--- config.mk ---
export PLATFORM = sky130hd
export DESIGN_NAME = spi_master_top
export DESIGN_NICKNAME = d
export VERILOG_FILES = /design/src/hdl/spi_bus_pkg.sv /design/src/hdl/spi_ctrl_pkg.sv /design/src/hdl/spi_xfer_if.sv /design/src/hdl/spi_half_period_timer.sv /design/src/hdl/spi_master_top.sv /design/src/hdl/spi_rx_holding.sv /design/src/hdl/spi_shift_engine.sv /design/src/hdl/spi_tx_holding.sv
export SDC_FILE = /design/constraint.sdc
export NUM_CORES = 1
export LEC_CHECK = 0
export BUFFER_PORTS_ARGS = -buffer_cell sky130_fd_sc_hd__buf_2
export CAP_MARGIN = 30
export CORE_MARGIN = 2
export CORE_UTILIZATION = 57
export CTS_CLUSTER_SIZE = 12
export DETAILED_ROUTE_END_ITERATION = 7
export GPL_TIMING_DRIVEN = 0
export HOLD_SLACK_MARGIN = 0.1
export PLACE_DENSITY = 0.86
export RECOVER_POWER = 25
export SYNTH_ARGS = -nofsm -noshare
export SYNTH_HDL_FRONTEND = slang
export SYNTH_HIERARCHICAL = 1
export SYNTH_SLANG_ARGS = --single-unit
--- constraint.sdc ---
create_clock -name wr -period 4.2 [get_ports wr]
set_input_delay 0.84 -clock wr [delete_from_list [all_inputs] [get_ports wr]]
set_output_delay 0.84 -clock wr [all_outputs]
set_load 0.02 [all_outputs]
--- src/hdl/spi_bus_pkg.sv ---
/*
 * SPI bus definitions.
 * Word size, clock mode and prescaler types shared by the host side
 * and the shift engine.
 */
`default_nettype none

package spi_bus_pkg;

    ////////////////////////////////////////////////////////////////////////////
    // Sizes

    localparam int word_len = 8;    // Bits shifted per transfer.
    localparam int mode_w   = 2;    // CPOL and CPHA.
    localparam int presc_w  = 3;    // Power-of-two exponent of the SCK divider.

    ////////////////////////////////////////////////////////////////////////////
    // Types

    // One transfer word, as written by the host and as received from the slave.
    typedef logic [word_len-1:0] word_t;

    // SPI mode. Bit 1 is the clock polarity, a one makes SCK idle high.
    // Bit 0 is the clock phase. With a zero the slave samples on the first
    // edge of each bit, with a one on the second edge.
    typedef logic [mode_w-1:0] spi_mode_t;

    // Prescaler exponent. One SCK half period lasts 2^(presc+1) clock cycles,
    // so the slowest setting gives 256 cycles per half period.
    typedef logic [presc_w-1:0] presc_t;

endpackage : spi_bus_pkg

`default_nettype wire

--- src/hdl/spi_ctrl_pkg.sv ---
/*
 * SPI master control definitions.
 * Engine state encoding and the widths of the internal counters.
 */
`default_nettype none

package spi_ctrl_pkg;

    // Shift engine states. Idle waits for a buffered word, shift runs a word.
    typedef enum logic {
        st_idle,
        st_shift
    } engine_state_t;

    localparam int half_cnt_w = 9;  // Holds a count of up to 256 cycles.
    localparam int edge_cnt_w = 5;  // Holds the edge index of one word.

    // Two SCK edges per bit.
    localparam int edges_per_word = 2 * spi_bus_pkg::word_len;

    typedef logic [half_cnt_w-1:0] half_cnt_t;  // Cycles within a half period.
    typedef logic [edge_cnt_w-1:0] edge_cnt_t;  // SCK edges within a word.

endpackage : spi_ctrl_pkg

`default_nettype wire

--- src/hdl/spi_xfer_if.sv ---
/*
 * Transfer hand-off between the transmit holding buffer and the shift engine.
 * Carries one pending word with the settings that were captured with it.
 */
`timescale 1ns/1ns
`default_nettype none

interface spi_xfer_if;

    logic                   pending;    // High while the buffer holds a word.
    spi_bus_pkg::word_t     word;       // Word waiting to be shifted.
    spi_bus_pkg::spi_mode_t mode;       // Mode captured with the word.
    logic                   lsb_first;  // Bit order captured with the word.
    spi_bus_pkg::presc_t    presc;      // Prescaler captured with the word.
    logic                   take;       // One-cycle pulse, the engine consumes it.

    // The buffer side. Word and settings hold still while pending is high.
    modport src (
        output pending,
        output word,
        output mode,
        output lsb_first,
        output presc,
        input  take
    );

    // The engine side. Pending drops on the edge after take.
    modport dst (
        input  pending,
        input  word,
        input  mode,
        input  lsb_first,
        input  presc,
        output take
    );

endinterface : spi_xfer_if

`default_nettype wire

--- src/hdl/spi_half_period_timer.sv ---
/*
 * SCK half-period timer.
 * Counts clock cycles while the engine runs and pulses half_done at the
 * end of every half period of 2^(presc+1) cycles.
 */
`timescale 1ns/1ns
`default_nettype none

module spi_half_period_timer (
    input  logic                wr,
    input  logic                rst,
    input  logic                run,
    input  spi_bus_pkg::presc_t presc,
    output logic                half_done
);
    import spi_ctrl_pkg::*;

    half_cnt_t cnt;     // Cycles elapsed in the current half period.
    half_cnt_t term;    // Last count of a half period.

    // Terminal count is 2^(presc+1) - 1, the widened exponent avoids a wrap at 7.
    assign term = (half_cnt_t'(1) << ({1'b0, presc} + 4'd1)) - half_cnt_t'(1);

    // Combinational so the engine sees the pulse in the last cycle itself.
    assign half_done = run && (cnt == term);

    always_ff @(posedge wr or posedge rst) begin
        if (rst) begin
            cnt <= '0;
        end else if (!run || half_done) begin
            cnt <= '0;  // Every word and every half period starts from zero.
        end else begin
            cnt <= cnt + half_cnt_t'(1);
        end
    end

    // The divider setting holds still for the whole word.
    a_presc_stable : assert property (
        @(posedge wr) disable iff (rst) (run && $past(run)) |-> $stable(presc)
    ) else $error("spi_half_period_timer: prescaler changed while running.");

endmodule : spi_half_period_timer

`default_nettype wire

--- src/hdl/spi_master_top.sv ---
/*
 * Single-channel SPI master.
 * Transmit holding buffer, shift engine with its half-period timer and
 * receive register, all clocked by wr.
 */
`timescale 1ns/1ns
`default_nettype none

module spi_master_top (
    input  logic                   wr,
    input  logic                   rst,
    input  logic                   tx_write,
    input  spi_bus_pkg::word_t     tx_data,
    input  spi_bus_pkg::spi_mode_t mode,
    input  logic                   lsb_first,
    input  spi_bus_pkg::presc_t    presc,
    input  logic                   send_err_clear,
    input  logic                   rd,
    input  logic                   miso,
    output logic                   tx_empty,
    output logic                   send_err,
    output spi_bus_pkg::word_t     rx_data,
    output logic                   char_received,
    output logic                   ss,
    output logic                   sck,
    output logic                   mosi
);
    import spi_bus_pkg::*;

    logic   run;        // Engine is shifting a word.
    logic   half_done;  // End of an SCK half period.
    presc_t presc_q;    // Prescaler of the word in flight.
    word_t  rx_word;
    logic   rx_strobe;

    spi_xfer_if xfer ();

    assign tx_empty = ~xfer.pending;

    spi_tx_holding u_tx_holding (
        .wr             (wr),
        .rst            (rst),
        .tx_write       (tx_write),
        .tx_data        (tx_data),
        .mode           (mode),
        .lsb_first      (lsb_first),
        .presc          (presc),
        .send_err_clear (send_err_clear),
        .send_err       (send_err),
        .xfer           (xfer.src)
    );

    spi_half_period_timer u_timer (
        .wr        (wr),
        .rst       (rst),
        .run       (run),
        .presc     (presc_q),
        .half_done (half_done)
    );

    spi_shift_engine u_engine (
        .wr        (wr),
        .rst       (rst),
        .xfer      (xfer.dst),
        .half_done (half_done),
        .run       (run),
        .presc_q   (presc_q),
        .miso      (miso),
        .ss        (ss),
        .sck       (sck),
        .mosi      (mosi),
        .rx_word   (rx_word),
        .rx_strobe (rx_strobe)
    );

    spi_rx_holding u_rx_holding (
        .wr            (wr),
        .rst           (rst),
        .rx_word       (rx_word),
        .rx_strobe     (rx_strobe),
        .rd            (rd),
        .rx_data       (rx_data),
        .char_received (char_received)
    );

endmodule : spi_master_top

`default_nettype wire

--- src/hdl/spi_rx_holding.sv ---
/*
 * Receive holding register.
 * Keeps the last word from the shift engine and flags it until the host
 * reads it.
 */
`timescale 1ns/1ns
`default_nettype none

module spi_rx_holding (
    input  logic               wr,
    input  logic               rst,
    input  spi_bus_pkg::word_t rx_word,
    input  logic               rx_strobe,
    input  logic               rd,
    output spi_bus_pkg::word_t rx_data,
    output logic               char_received
);

    // Flag control. A new word beats a read in the same cycle.
    always_ff @(posedge wr or posedge rst) begin
        if (rst) begin
            char_received <= 1'b0;
        end else if (rx_strobe) begin
            char_received <= 1'b1;
        end else if (rd) begin
            char_received <= 1'b0;  // Host has read the word.
        end
    end

    // Overwrites an unread word, the flag simply stays set.
    always_ff @(posedge wr) begin
        if (rx_strobe)
            rx_data <= rx_word;
    end

    // A word takes at least 16 half periods, so strobes never touch.
    a_strobe_single : assert property (
        @(posedge wr) disable iff (rst) rx_strobe |=> !rx_strobe
    ) else $error("spi_rx_holding: receive strobe held for two cycles.");

endmodule : spi_rx_holding

`default_nettype wire

--- src/hdl/spi_shift_engine.sv ---
/*
 * SPI shift engine.
 * Takes a buffered word, drives SS, SCK and MOSI for all four modes, shifts
 * MISO in and strobes the received word at the end of each transfer.
 */
`timescale 1ns/1ns
`default_nettype none

module spi_shift_engine (
    input  logic                wr,
    input  logic                rst,
    spi_xfer_if.dst             xfer,
    input  logic                half_done,
    output logic                run,
    output spi_bus_pkg::presc_t presc_q,
    input  logic                miso,
    output logic                ss,
    output logic                sck,
    output logic                mosi,
    output spi_bus_pkg::word_t  rx_word,
    output logic                rx_strobe
);
    import spi_bus_pkg::*;
    import spi_ctrl_pkg::*;

    engine_state_t state;
    edge_cnt_t     edge_cnt;    // Index of the next SCK edge in the word.
    logic          sck_q;       // Internal clock phase, zero at idle.
    spi_mode_t     mode_q;      // Mode of the word in flight.
    logic          lsb_q;       // Bit order of the word in flight.
    word_t         tx_sreg;     // Bits still to go out.
    word_t         rx_sreg;     // Bits collected from MISO.
    logic          mosi_q;      // Registered data bit.
    logic          last_edge;
    logic          sample_edge;

    // Bit that leaves first for the given order.
    function automatic logic head_bit(word_t w, logic lsb);
        return lsb ? w[0] : w[word_len-1];
    endfunction

    // Drops the head bit and fills the far end with ones.
    function automatic word_t shift_out(word_t w, logic lsb);
        return lsb ? {1'b1, w[word_len-1:1]} : {w[word_len-2:0], 1'b1};
    endfunction

    assign run       = (state == st_shift);
    assign xfer.take = (state == st_idle) && xfer.pending;   // Take in one cycle.

    // Even edges open a bit, odd edges close it. The slave samples on the
    // edge whose parity equals CPHA and the master moves data on the other.
    assign sample_edge = half_done && (edge_cnt[0] == mode_q[0]);
    assign last_edge   = half_done && (edge_cnt == edge_cnt_t'(edges_per_word - 1));

    ////////////////////////////////////////////////////////////////////////////
    // Transfer control

    always_ff @(posedge wr or posedge rst) begin
        if (rst) begin
            state     <= st_idle;
            edge_cnt  <= '0;
            sck_q     <= 1'b0;
            ss        <= 1'b1;      // Slave deselected.
            mode_q    <= '0;        // Mode 0 keeps SCK low out of reset.
            rx_strobe <= 1'b0;
        end else begin
            rx_strobe <= 1'b0;
            case (state)
                st_idle: begin
                    if (xfer.pending) begin
                        state    <= st_shift;
                        ss       <= 1'b0;           // Stays low for back-to-back words.
                        mode_q   <= xfer.mode;
                        edge_cnt <= '0;
                        sck_q    <= 1'b0;
                    end else begin
                        ss <= 1'b1;                 // Nothing queued, release the slave.
                    end
                end
                st_shift: begin
                    if (half_done) begin
                        sck_q <= ~sck_q;            // One SCK edge per half period.
                        if (last_edge) begin
                            edge_cnt  <= '0;
                            state     <= st_idle;   // SCK is back at idle here.
                            rx_strobe <= 1'b1;      // Received word is complete.
                        end else begin
                            edge_cnt <= edge_cnt + edge_cnt_t'(1);
                        end
                    end
                end
                default: state <= st_idle;
            endcase
        end
    end

    ////////////////////////////////////////////////////////////////////////////
    // Data path

    always_ff @(posedge wr) begin
        if (xfer.take) begin
            lsb_q   <= xfer.lsb_first;
            presc_q <= xfer.presc;
            if (!xfer.mode[0]) begin
                // Phase 0 needs the first bit on the line before the first edge.
                mosi_q  <= head_bit(xfer.word, xfer.lsb_first);
                tx_sreg <= shift_out(xfer.word, xfer.lsb_first);
            end else begin
                mosi_q  <= 1'b1;    // Line stays high until the first edge.
                tx_sreg <= xfer.word;
            end
        end else if (run && half_done) begin
            if (sample_edge) begin
                // MSB first fills from the bottom, LSB first from the top.
                if (lsb_q)
                    rx_sreg <= {miso, rx_sreg[word_len-1:1]};
                else
                    rx_sreg <= {rx_sreg[word_len-2:0], miso};
            end else begin
                mosi_q  <= head_bit(tx_sreg, lsb_q);    // Fill bits after the last.
                tx_sreg <= shift_out(tx_sreg, lsb_q);
            end
        end
    end

    assign sck     = sck_q ^ mode_q[1];     // Polarity 1 inverts the phase.
    assign mosi    = ss ? 1'b1 : mosi_q;    // Idle high while deselected.
    assign rx_word = rx_sreg;               // Stable until the next sample edge.

    // The edge count per word is even, so a deselected bus never shows a
    // stray SCK level.
    a_sck_idle : assert property (
        @(posedge wr) disable iff (rst) ss |-> (sck == mode_q[1])
    ) else $error("spi_shift_engine: SCK off its idle level while SS is high.");

endmodule : spi_shift_engine

`default_nettype wire

--- src/hdl/spi_tx_holding.sv ---
/*
 * Transmit holding buffer.
 * Captures one word with its mode, bit order and prescaler on a host write
 * and keeps a sticky error flag for writes that hit a full buffer.
 */
`timescale 1ns/1ns
`default_nettype none

module spi_tx_holding (
    input  logic                   wr,
    input  logic                   rst,
    input  logic                   tx_write,
    input  spi_bus_pkg::word_t     tx_data,
    input  spi_bus_pkg::spi_mode_t mode,
    input  logic                   lsb_first,
    input  spi_bus_pkg::presc_t    presc,
    input  logic                   send_err_clear,
    output logic                   send_err,
    spi_xfer_if.src                xfer
);

    logic accept;   // Write that lands in an empty buffer.

    assign accept = tx_write && !xfer.pending;

    ////////////////////////////////////////////////////////////////////////////
    // Occupancy and error flag

    always_ff @(posedge wr or posedge rst) begin
        if (rst) begin
            xfer.pending <= 1'b0;   // Buffer starts empty.
            send_err     <= 1'b0;
        end else begin
            if (accept)
                xfer.pending <= 1'b1;
            else if (xfer.take)
                xfer.pending <= 1'b0;   // Engine has copied the word.

            // The clear request wins over a colliding write.
            if (send_err_clear)
                send_err <= 1'b0;
            else if (tx_write && xfer.pending)
                send_err <= 1'b1;   // The word is dropped and flagged.
        end
    end

    ////////////////////////////////////////////////////////////////////////////
    // Word and settings

    // Only an accepted write loads, so the contents stay put while pending.
    always_ff @(posedge wr) begin
        if (accept) begin
            xfer.word      <= tx_data;
            xfer.mode      <= mode;
            xfer.lsb_first <= lsb_first;
            xfer.presc     <= presc;
        end
    end

    // The engine may only consume a word that is actually buffered.
    a_take_needs_pending : assert property (
        @(posedge wr) disable iff (rst) xfer.take |-> xfer.pending
    ) else $error("spi_tx_holding: take seen with an empty buffer.");

endmodule : spi_tx_holding

`default_nettype wire

# Word-level counts from Yosys, hierarchy flattened
# Cells that the tools add are included.
[word_totals] register_bits=66 word_cells=90 out_inout_bits=14
[classes] bitwise_logic=5 reduce_logical=18 n_eq_ne=6 n_addsub=4 shifts=1 n_mux=36
[ops] cell="8-bit 2-to-1 mux" count=7
[ops] cell="1-bit 2-to-1 mux" count=22
[ops] cell="5-bit 2-to-1 mux" count=3
[ops] cell="5-bit one-hot mux with 2 select lines" count=1
[ops] cell="9-bit by 1-bit adder with 9-bit output (second input constant)" count=1
[ops] cell="9-bit == test" count=1
[ops] cell="9-bit 2-to-1 mux" count=1
[ops] cell="1-bit by 4-bit << shifter with 9-bit output (first input constant)" count=1
[ops] cell="9-bit by 1-bit subtractor with 9-bit output (second input constant)" count=1
[ops] cell="2-bit nonzero test" count=4
[ops] cell="1-bit logical AND" count=7
[ops] cell="2-bit AND reduction" count=3
[ops] cell="5-bit by 1-bit adder with 5-bit output (second input constant)" count=1
[ops] cell="5-bit by 4-bit == test with 1-bit output (second input constant)" count=1
[ops] cell="3-bit by 1-bit adder with 4-bit output (second input constant)" count=1
[ops] cell="2-bit by 1-bit inequality test with 1-bit output (second input constant)" count=2
[ops] cell="1-bit inverter" count=4
[ops] cell="1-bit one-hot mux with 2 select lines" count=2
[ops] cell="3-bit AND reduction" count=1
[ops] cell="1-bit zero test" count=2
[ops] cell="2-bit inequality test (second input constant)" count=1
[ops] cell="1-bit == test" count=1
[ops] cell="1-bit logical OR" count=1
[ops] cell="1-bit bitwise XOR" count=1

# Depth between registers and ports, before layout
# Gate-level depths: netlist of run 1.
[logic_depth] ltp_word=9 depth_mapped=12 ltp_nobuf=10

# Modules after synthesis
# Netlist of run 1, hierarchy kept.
[modules_own_cells] mod="spi_shift_engine" n_inst=1 area_each_um2=1622.8 seq_area_each_um2=907.1 cells_per_inst=134
[modules_own_cells] mod="spi_half_period_timer" n_inst=1 area_each_um2=778.2 seq_area_each_um2=225.2 cells_per_inst=91
[modules_own_cells] mod="spi_tx_holding" n_inst=1 area_each_um2=498.0 seq_area_each_um2=470.5 cells_per_inst=22
[modules_own_cells] mod="spi_rx_holding" n_inst=1 area_each_um2=280.3 seq_area_each_um2=265.3 cells_per_inst=12
[modules_own_cells] mod="spi_master_top" n_inst=1 area_each_um2=3.8 seq_area_each_um2=0.0 cells_per_inst=1

# Worst setup path after synthesis of run 1
# OpenSTA, ideal clock, no wires.
[synth_path] path_kind="reg-to-reg" from="register u_engine.presc_q[2]" to="register u_engine.rx_sreg[0] (netlist: u_engine/rx_word[0]), enable pin" stages_incl_launch_ff=12 synth_period_minus_slack_ps=3554 required_ps=3830 path_slack_ps=646 n_path_buf=2 t_arrival_ps=3184 setup_time_ps=370 cell_sequence="edfxtp_1 > dlygate4sd1_1 > or3_1 > ha_1 > buf_6 > or3_4 > o31a_1 > o32a_1 > a2111oi_4 > and2_1 > nand2_2 > nor2_1"
[synth_between] elab_chain_cells=7 word_cells_on_any_way=8 classes_between="add/sub (2); eq/ne (1); shift (1); reduce/logical (4)"
[synth_rtl] element="start: declaration" line_no="spi_shift_engine.sv:15" source="output spi_bus_pkg::presc_t presc_q,"
[synth_rtl] element="start signal: assignment" line_no="spi_shift_engine.sv:103" source="presc_q <= xfer.presc;"
[synth_rtl] element="3-bit by 1-bit adder with 4-bit output *" line_no="spi_half_period_timer.sv:22" source="assign term = (half_cnt_t'(1) << ({1'b0, presc} + 4'd1)) - half_cnt_t'(1);"
[synth_rtl] element="1-bit by 4-bit << shifter with 9-bit output *" line_no="spi_half_period_timer.sv:22"
[synth_rtl] element="9-bit by 1-bit subtractor with 9-bit output *" line_no="spi_half_period_timer.sv:22"
[synth_rtl] element="9-bit == test *" line_no="spi_half_period_timer.sv:25" source="assign half_done = run && (cnt == term);"
[synth_rtl] element="1-bit logical AND *" line_no="spi_half_period_timer.sv:25"
[synth_rtl] element="named net half_done" line_no="spi_master_top.sv:31" source="logic half_done;"
[synth_rtl] element="1-bit logical AND, on equally long branches" line_no="spi_shift_engine.sv:112, spi_shift_engine.sv:52"
[synth_rtl] element="3-bit AND reduction (no source line) *"
[synth_rtl] element="end signal: assignment" line_no="spi_shift_engine.sv:116" source="rx_sreg <= {miso, rx_sreg[word_len-1:1]};"
[synth_rtl] element="end signal: assignment" line_no="spi_shift_engine.sv:118" source="rx_sreg <= {rx_sreg[word_len-2:0], miso};"
[synth_rtl] element="end: declaration" line_no="spi_shift_engine.sv:32" source="word_t rx_sreg;"
# The timed path passes the listed nets; every way through them passes the cells marked *.
# A chain may end at the register's enable or synchronous reset.

# Worst setup path after layout of run 1
[layout_path] from="register u_engine.presc_q[2]" to="register u_engine.tx_sreg[1], enable pin"
[layout_between] elab_chain_cells=8 word_cells_on_any_way=10 classes_between="add/sub (2); eq/ne (2); shift (1); reduce/logical (5)"
[layout_rtl] element="3-bit by 1-bit adder with 4-bit output *" line_no="spi_half_period_timer.sv:22"
[layout_rtl] element="1-bit by 4-bit << shifter with 9-bit output *" line_no="spi_half_period_timer.sv:22"
[layout_rtl] element="9-bit by 1-bit subtractor with 9-bit output *" line_no="spi_half_period_timer.sv:22"
[layout_rtl] element="9-bit == test *" line_no="spi_half_period_timer.sv:25"
[layout_rtl] element="1-bit logical AND *" line_no="spi_half_period_timer.sv:25"
[layout_rtl] element="named net half_done" line_no="spi_master_top.sv:31"
[layout_rtl] element="1-bit logical AND, on equally long branches" line_no="spi_shift_engine.sv:52, spi_shift_engine.sv:112"
[layout_rtl] element="2-bit by 1-bit inequality test with 1-bit output (no source line) or 2-bit nonzero test (tied branches)"
[layout_rtl] element="2-bit AND reduction (no source line) *"
[layout_rtl] element="end signal: assignment" line_no="spi_shift_engine.sv:107" source="tx_sreg <= shift_out(xfer.word, xfer.lsb_first);"
[layout_rtl] element="end signal: assignment" line_no="spi_shift_engine.sv:110" source="tx_sreg <= xfer.word;"
[layout_rtl] element="end signal: assignment" line_no="spi_shift_engine.sv:121" source="tx_sreg <= shift_out(tx_sreg, lsb_q);"
[layout_rtl] element="end: declaration" line_no="spi_shift_engine.sv:31" source="word_t tx_sreg;"
# Marks and branches as above.

==> results_dict.tcl, run 1 <==
set metrics [dict create \
    core_sq_mm 0.00544 \
    synthArstFlopShare_pct 34.8 \
    rsz0062_at_grt "false" \
    first_pass_iters 4 \
    slew_violations 0 \
    first_global_vias 1933 \
    drc 0 \
    cp.arrival_ps 3900 \
    synth.avg_cell_area_sq_um 12.2 \
    max_stage_delay_ps 380 \
    crit_fanout 10 \
    synth_area_sq_mm 0.00318 \
    hold_class "in2async" \
    min_period_ps 3880 \
    routed_wl_um 5330 \
    syn_nets 283 \
    skew_ps 8.85 \
    layout-drive-gt1-share_pct 25.6 \
    seqPwrFrac_pct 49.5 \
    max-cap-violations 0 \
    instances_no_fill 385 \
    die_h_um 78.7 \
    die_area_sq_mm 0.00620 \
    synth_cells 260 \
    clock_latency_ps 350 \
    grt_first_pass_wirelength_um 8690 \
    grt-ovfl-total 0 \
    worst-path-buf-inv 3 \
    crit_path_cell_trace "dlygate4sd1_1 -> or3_1 -> ha_1 -> buf_6 -> or3b_1 -> a21oi_1 -> o211ai_1 -> a2111oi_4 -> buf_4 -> and2_1 -> and2_1 -> nand2_1 -> nand2_1" \
    cp_slowest_cell "or3_1" \
    fin_ws_ps 315 \
    cts_tree "yes" \
    power.internal_mw 1.14 \
    end_kind "flop" \
    hold_viol_final 0 \
    finalCritPeriodShare_pct 92.5 \
    worstSetupPathType "reg2reg" \
    p_leak_nw 1.50 \
    clkTransAtPathRegs_ps 80 \
    drt-initial-drc-count 121 \
    hpwl_um 3770 \
    synth_cell_types 49 \
    yosysWarnings 6 \
    fillers 406 \
    p_clk_share_pct 32.7 \
    swShare_pct 27.9 \
    place.gp.congestion 0.800 \
    port_buffers 33 \
    pin_count 34 \
    synth_seq_area_share_pct 58.7 \
    antenna_found_initial 0 \
    routed_wire_length_per_instance_um 13.8 \
    antenna_cells 0 \
    power_mw 1.58 \
    synth_edf_count 43 \
    crit_family "simple AND/OR/NAND/NOR gates" \
    grt_usage_pct 19.0 \
    finalSetupViolations 0 \
    ys_ff_latch 66 \
    clock-sinks 66 \
    max_freq_mhz 257 \
    power.density_mw_per_mm2 433 \
    dr_total_vias 2072 \
    outcome "completed" \
    cts_root_buf "clkbuf_8" \
    htreeDepth 3 \
    place_inst 366 \
    area_delta_synth_final_pct 14.8 \
    grt_max_degree 15 \
    tns_ps 0 \
    pre_cts_slack_ps 169 \
    cts_buffer_depth 2 \
    fin_nets 331 \
    start_util_pct 58.5 \
    ir_drop_mv 0.315 \
    die_x_um 78.7 \
    synth_flop_cell "edfxtp_1" \
    vias_per_cell 5.38 \
    p_comb_share_pct 17.9 \
    worst_setup_path_start_kind "flop" \
    detail-route-antenna-nets 0 \
    placementRows 27 \
    cts_made_buffers 9 \
    power_switching_mw 0.442 \
    fin_util_pct 67.2 \
    worstPathRequired_ps 4210 \
]
synth_stat cells (4+ instances only):
| master | count | area share, % |
|---|---|---|
| xnor2_1 | 4 | 1.1 |
| nor2b_1 | 10 | 2.0 |
| inv_1 | 10 | 1.2 |
| a21oi_1 | 9 | 1.4 |
| buf_6 | 9 | 3.2 |
| nand3_1 | 8 | 1.3 |
| o22ai_1 | 7 | 1.4 |
| nand2_1 | 26 | 3.1 |
| mux2_2 | 8 | 2.8 |
| o21ai_0 | 14 | 2.2 |
| nor2_1 | 17 | 2.0 |
| a211oi_1 | 5 | 1.2 |
| edfxtp_1 | 43 | 41 |
| xor2_1 | 10 | 2.8 |
| dfrtp_1 | 22 | 17 |
| mux2i_1 | 9 | 2.8 |
what timing repair did:
item,CTS,global route
endpoints found under the setup margin,0,17
hold buffers,0,0
gates resized for setup,0,1
setup buffers,0,3
hold endpoints to repair,0,0
path summary, 6_finish.rpt:
| kind | from | endpoint | slack (ps) | cells past startpoint |
|---|---|---|---|---|
| setup / recovery | u_engine/presc_q[2]$_DFFE_PN_ | u_engine/tx_sreg[1]$_DFFE_PP_ | 320 | 13 |
| min in group wr | u_tx_holding/xfer.presc[2]$_DFFE_PP_ | u_engine/presc_q[2]$_DFFE_PN_ | 430 | 0 |
| hold reg to reg | u_tx_holding/xfer.presc[2]$_DFFE_PP_ | u_engine/presc_q[2]$_DFFE_PN_ | 430 | 0 |
| setup reg to reg | u_engine/presc_q[2]$_DFFE_PN_ | u_engine/tx_sreg[1]$_DFFE_PP_ | 320 | 13 |
| hold / removal | rst | u_rx_holding/char_received$_DFFE_PP0P_ | 380 | 2 |
| max in group asynchronous | rst | u_engine/ss$_DFFE_PP1N_ | 3340 | 2 |
layout make-up:
cell class / instances / area [sq um] / area share [%]
plain buffers: 14 / 130 / 3.56
multi-input cells: 169 / 1140 / 31.1
inverters: 11 / 43.8 / 1.20
repair buffers: 37 / 194 / 5.31
flip-flops and latches: 66 / 1870 / 51.1
clock buffers: 9 / 124 / 3.39
well taps: 72 / 90.1 / 2.47
clock inverters: 7 / 67.6 / 1.85
kinds of logic after synthesis:
| kind of cell | synth area share (%) |
|---|---|
| DFF | 58.7 |
| buffers and inverters | 5.70 |
| other | 0.118 |
| muxes | 5.66 |
| and+or+nand+nor | 12.9 |
| AOI/OAI and AO/OA | 11.9 |
| adders and majority gates | 1.18 |
| xor gates and xnor gates | 3.85 |
routing by layer:
metal | track usage, % | share of wire (%) | wire [um]
met5 | 0 | 0 | 0
met4 | 9.47 | 2.6 | 140
met3 | 5.45 | 5.4 | 286
met2 | 30.6 | 48 | 2570
met1 | 23.5 | 44 | 2330
layout by cell type (no fill, tap or decap), types with 3 or more instances in the layout:
cell	netlist	routed
a211oi_1	5	5
a21oi_1	9	9
buf_2	1	33
buf_4	3	7
buf_6	9	8
clkbuf_8	0	9
dfrtp_1	22	22
edfxtp_1	43	43
ha_1	3	3
inv_1	10	10
mux2_2	8	8
mux2i_1	9	9
nand2_1	26	26
nand2b_1	3	3
nand3_1	8	8
nor2_1	17	16
nor2b_1	10	10
nor3_1	3	3
nor3b_1	3	3
o21ai_0	14	14
o22ai_1	7	7
xnor2_1	4	4
xor2_1	10	10
power groups by stage:
stage	sequential (mW)	clock (mW)	combinational (mW)
detailed placement	0.797	0	0.278
global placement	0.793	0	0.262
global route	0.790	0.555	0.320
finish	0.783	0.517	0.283
floorplan	0.785	0	0.224
CTS	0.782	0.526	0.280
metrics by stage:
stage	hold WS (ps)	area (sq um)
2_1_floorplan	400	3180
3_3_place_gp	401	3440
3_5_place_dp	409	3450
4_1_cts	347	3640
5_1_grt	375	3650
6_report	379	3650
registers in the layout (all words and copies together) (netlist names), 2 cells and up:
register,flops
u_tx_holding/xfer.mode,2
u_engine/presc_q,3
u_engine/tx_sreg,8
u_rx_holding/rx_data,8
u_engine/edge_cnt,5
u_timer/cnt,9
u_tx_holding/xfer.presc,3
u_tx_holding/xfer.word,8
u_engine/rx_word,8
u_engine/mode_q,2
No activity file was read; power rests on OpenSTA's default activity.
==> inputs of run 2 (changes only) <==
==> constraint.sdc (replaced) <==
create_clock -name wr -period 4.2 [get_ports wr]
set_input_delay 0.42 -clock wr [delete_from_list [all_inputs] [get_ports wr]]
set_output_delay 0.42 -clock wr [all_outputs]
set_load 0.02 [all_outputs]
==> run 2 against run 1 <==
Die area did not move; register-to-register slack barely moved; clock skew barely moved; sequential cell count did not move; cell count rose by 0.26%; combinational power barely moved; hold slack got worse by 160 ps; sequential power barely moved; worst setup slack got worse by 0.98 ps; clock-buffer cell count did not move.
==> results_dict.tcl, run 2 (synthesis gave the netlist of run 1 again) <==
set metrics [dict create \
    outcome "completed" \
    cts_root_buf "clkbuf_8" \
    placementRows 27 \
    routed_wl_um 5330 \
    tns_ps 0 \
    die_h_um 78.7 \
    area_delta_synth_final_pct 15.1 \
    instances_no_fill 386 \
    worstSetupPathType "reg2reg" \
    drc 0 \
    clock_latency_ps 350 \
    min_period_ps 3890 \
    cts_buffer_depth 2 \
    first_global_vias 1933 \
    crit_path_cell_trace "dlygate4sd1_1 -> or3_1 -> ha_1 -> buf_6 -> or3b_1 -> a21oi_1 -> o211ai_1 -> a2111oi_4 -> buf_4 -> and2_1 -> and2_1 -> nand2_1 -> nand2_1" \
    hold_viol_final 0 \
    htreeDepth 3 \
    rsz0062_at_grt "false" \
    cp_slowest_cell "or3_1" \
    cts_tree "yes" \
    fin_nets 332 \
    die_x_um 78.7 \
    pre_cts_slack_ps 169 \
    clock-sinks 66 \
    fin_util_pct 67.3 \
    largest_register_ffs 9 \
    core_sq_mm 0.00544 \
    clkTransAtPathRegs_ps 70 \
    antenna_found_initial 0 \
    antenna_cells 0 \
    worstPathRequired_ps 4210 \
    detail-route-antenna-nets 0 \
    skew_ps 8.95 \
    cp.arrival_ps 3900 \
    crit_fanout 10 \
    max-cap-violations 0 \
    grt_usage_pct 19.0 \
    end_kind "flop" \
    drt-initial-drc-count 98 \
    whs_ps 224 \
    pin_count 34 \
    hold_class "in2reg" \
    start_util_pct 58.5 \
    vias_per_cell 5.38 \
    finalCritPeriodShare_pct 92.5 \
    max_stage_delay_ps 380 \
    first_pass_iters 4 \
    p_leak_nw 1.50 \
    finalSetupViolations 0 \
    power.density_mw_per_mm2 432 \
    final_common_cell "edfxtp_1" \
    worst-path-buf-inv 3 \
    dr_total_vias 2076 \
    max_freq_mhz 257 \
    place.gp.congestion 0.800 \
    grt_max_degree 15 \
    worst_setup_path_start_kind "flop" \
    fin_ws_ps 314 \
    routed_wire_length_per_instance_um 13.8 \
    fillers 406 \
    ir_drop_mv 0.315 \
    crit_family "simple AND/OR/NAND/NOR gates" \
    hpwl_um 3770 \
    cts_made_buffers 9 \
    die_area_sq_mm 0.00620 \
    slew_violations 0 \
    place_inst 366 \
    mostFrequentLayoutCells "43 x edfxtp_1, 32 x buf_2, 26 x nand2_1" \
    layout-drive-gt1-share_pct 25.2 \
    port_buffers 33 \
    grt-ovfl-total 0 \
    grt_first_pass_wirelength_um 8690 \
    regMostFlops "u_timer/cnt" \
]
==> run 2: changes by cell type in the layout (fill, tap and decap cells not counted) <==
cell           change
buf_2              -1
dlygate4sd3_1      +1
clkbuf_1           +1
==> run 2: routing by layer <==
layer	global-route usage, %	part of all wire, %	vias to the layer above
li1	-	-	1030
met4	9.47	2.6	0
met1	23.5	43	972
met2	30.6	49	63
met5	0	0	-
met3	5.45	5.5	11
==> run 2: path summary, 6_finish.rpt <==
kind	start	to	slack [ps]	cells after the start
max in group asynchronous	rst	u_engine/ss$_DFFE_PP1N_	3210	3
min reg2reg	u_tx_holding/xfer.presc[2]$_DFFE_PP_	u_engine/presc_q[2]$_DFFE_PN_	430	0
max reg2reg	u_engine/presc_q[2]$_DFFE_PN_	u_engine/tx_sreg[1]$_DFFE_PP_	310	13
min in group asynchronous	rst	u_rx_holding/char_received$_DFFE_PP0P_	510	3
min	send_err_clear	u_tx_holding/send_err$_DFFE_PP0P_	220	2
max	u_engine/presc_q[2]$_DFFE_PN_	u_engine/tx_sreg[1]$_DFFE_PP_	310	13
==> run 2: worst reg2reg max path: cells and delay by family (launching register included) <==
kind	cells	cell delay, ps
AND/OR/NAND/NOR	6	1630
AO/OA/AOI/OAI	3	700
buffers and inverters	3	670
flip-flops	1	350
adder cells (fa/ha/maj)	1	210
==> run 2: layout make-up <==
class / instances / area [sq um] / share of cell area [%]
inverters: 11 / 43.8 / 1.20
plain buffers: 14 / 130 / 3.55
clock buffers: 9 / 124 / 3.38
clock inverters: 7 / 67.6 / 1.84
repair buffers: 38 / 203 / 5.53
multi-input cells: 169 / 1140 / 31.0
well taps: 72 / 90.1 / 2.46
flip-flops and latches: 66 / 1870 / 51.0
==> run 2: metrics by stage <==
| step | cell area [sq um] | total power [mW] |
|---|---|---|
| finish | 3660 | 1.58 |
| global route | 3660 | 1.67 |
| CTS | 3650 | 1.59 |
| detailed placement | 3450 | 1.07 |
| global placement | 3440 | 1.06 |
| floorplan | 3180 | 1.01 |
==> run 2: timing repair <==
item | CTS | global route
buffers inserted | 0 | 3
hold endpoints to repair | 14 | 0
hold buffers | 1 | 0
setup endpoints to repair | 0 | 17
resized for setup | 0 | 1
==> run 2: where the power goes <==
| part | switching (mW) | internal [mW] | leakage [nW] | total (mW) |
|---|---|---|---|---|
| sequential | 0.0484 | 0.735 | 0.660 | 0.783 |
| combinational | 0.150 | 0.134 | 0.745 | 0.283 |
| clock | 0.244 | 0.273 | 0.0951 | 0.517 |
| total | 0.442 | 1.14 | 1.50 | 1.58 |
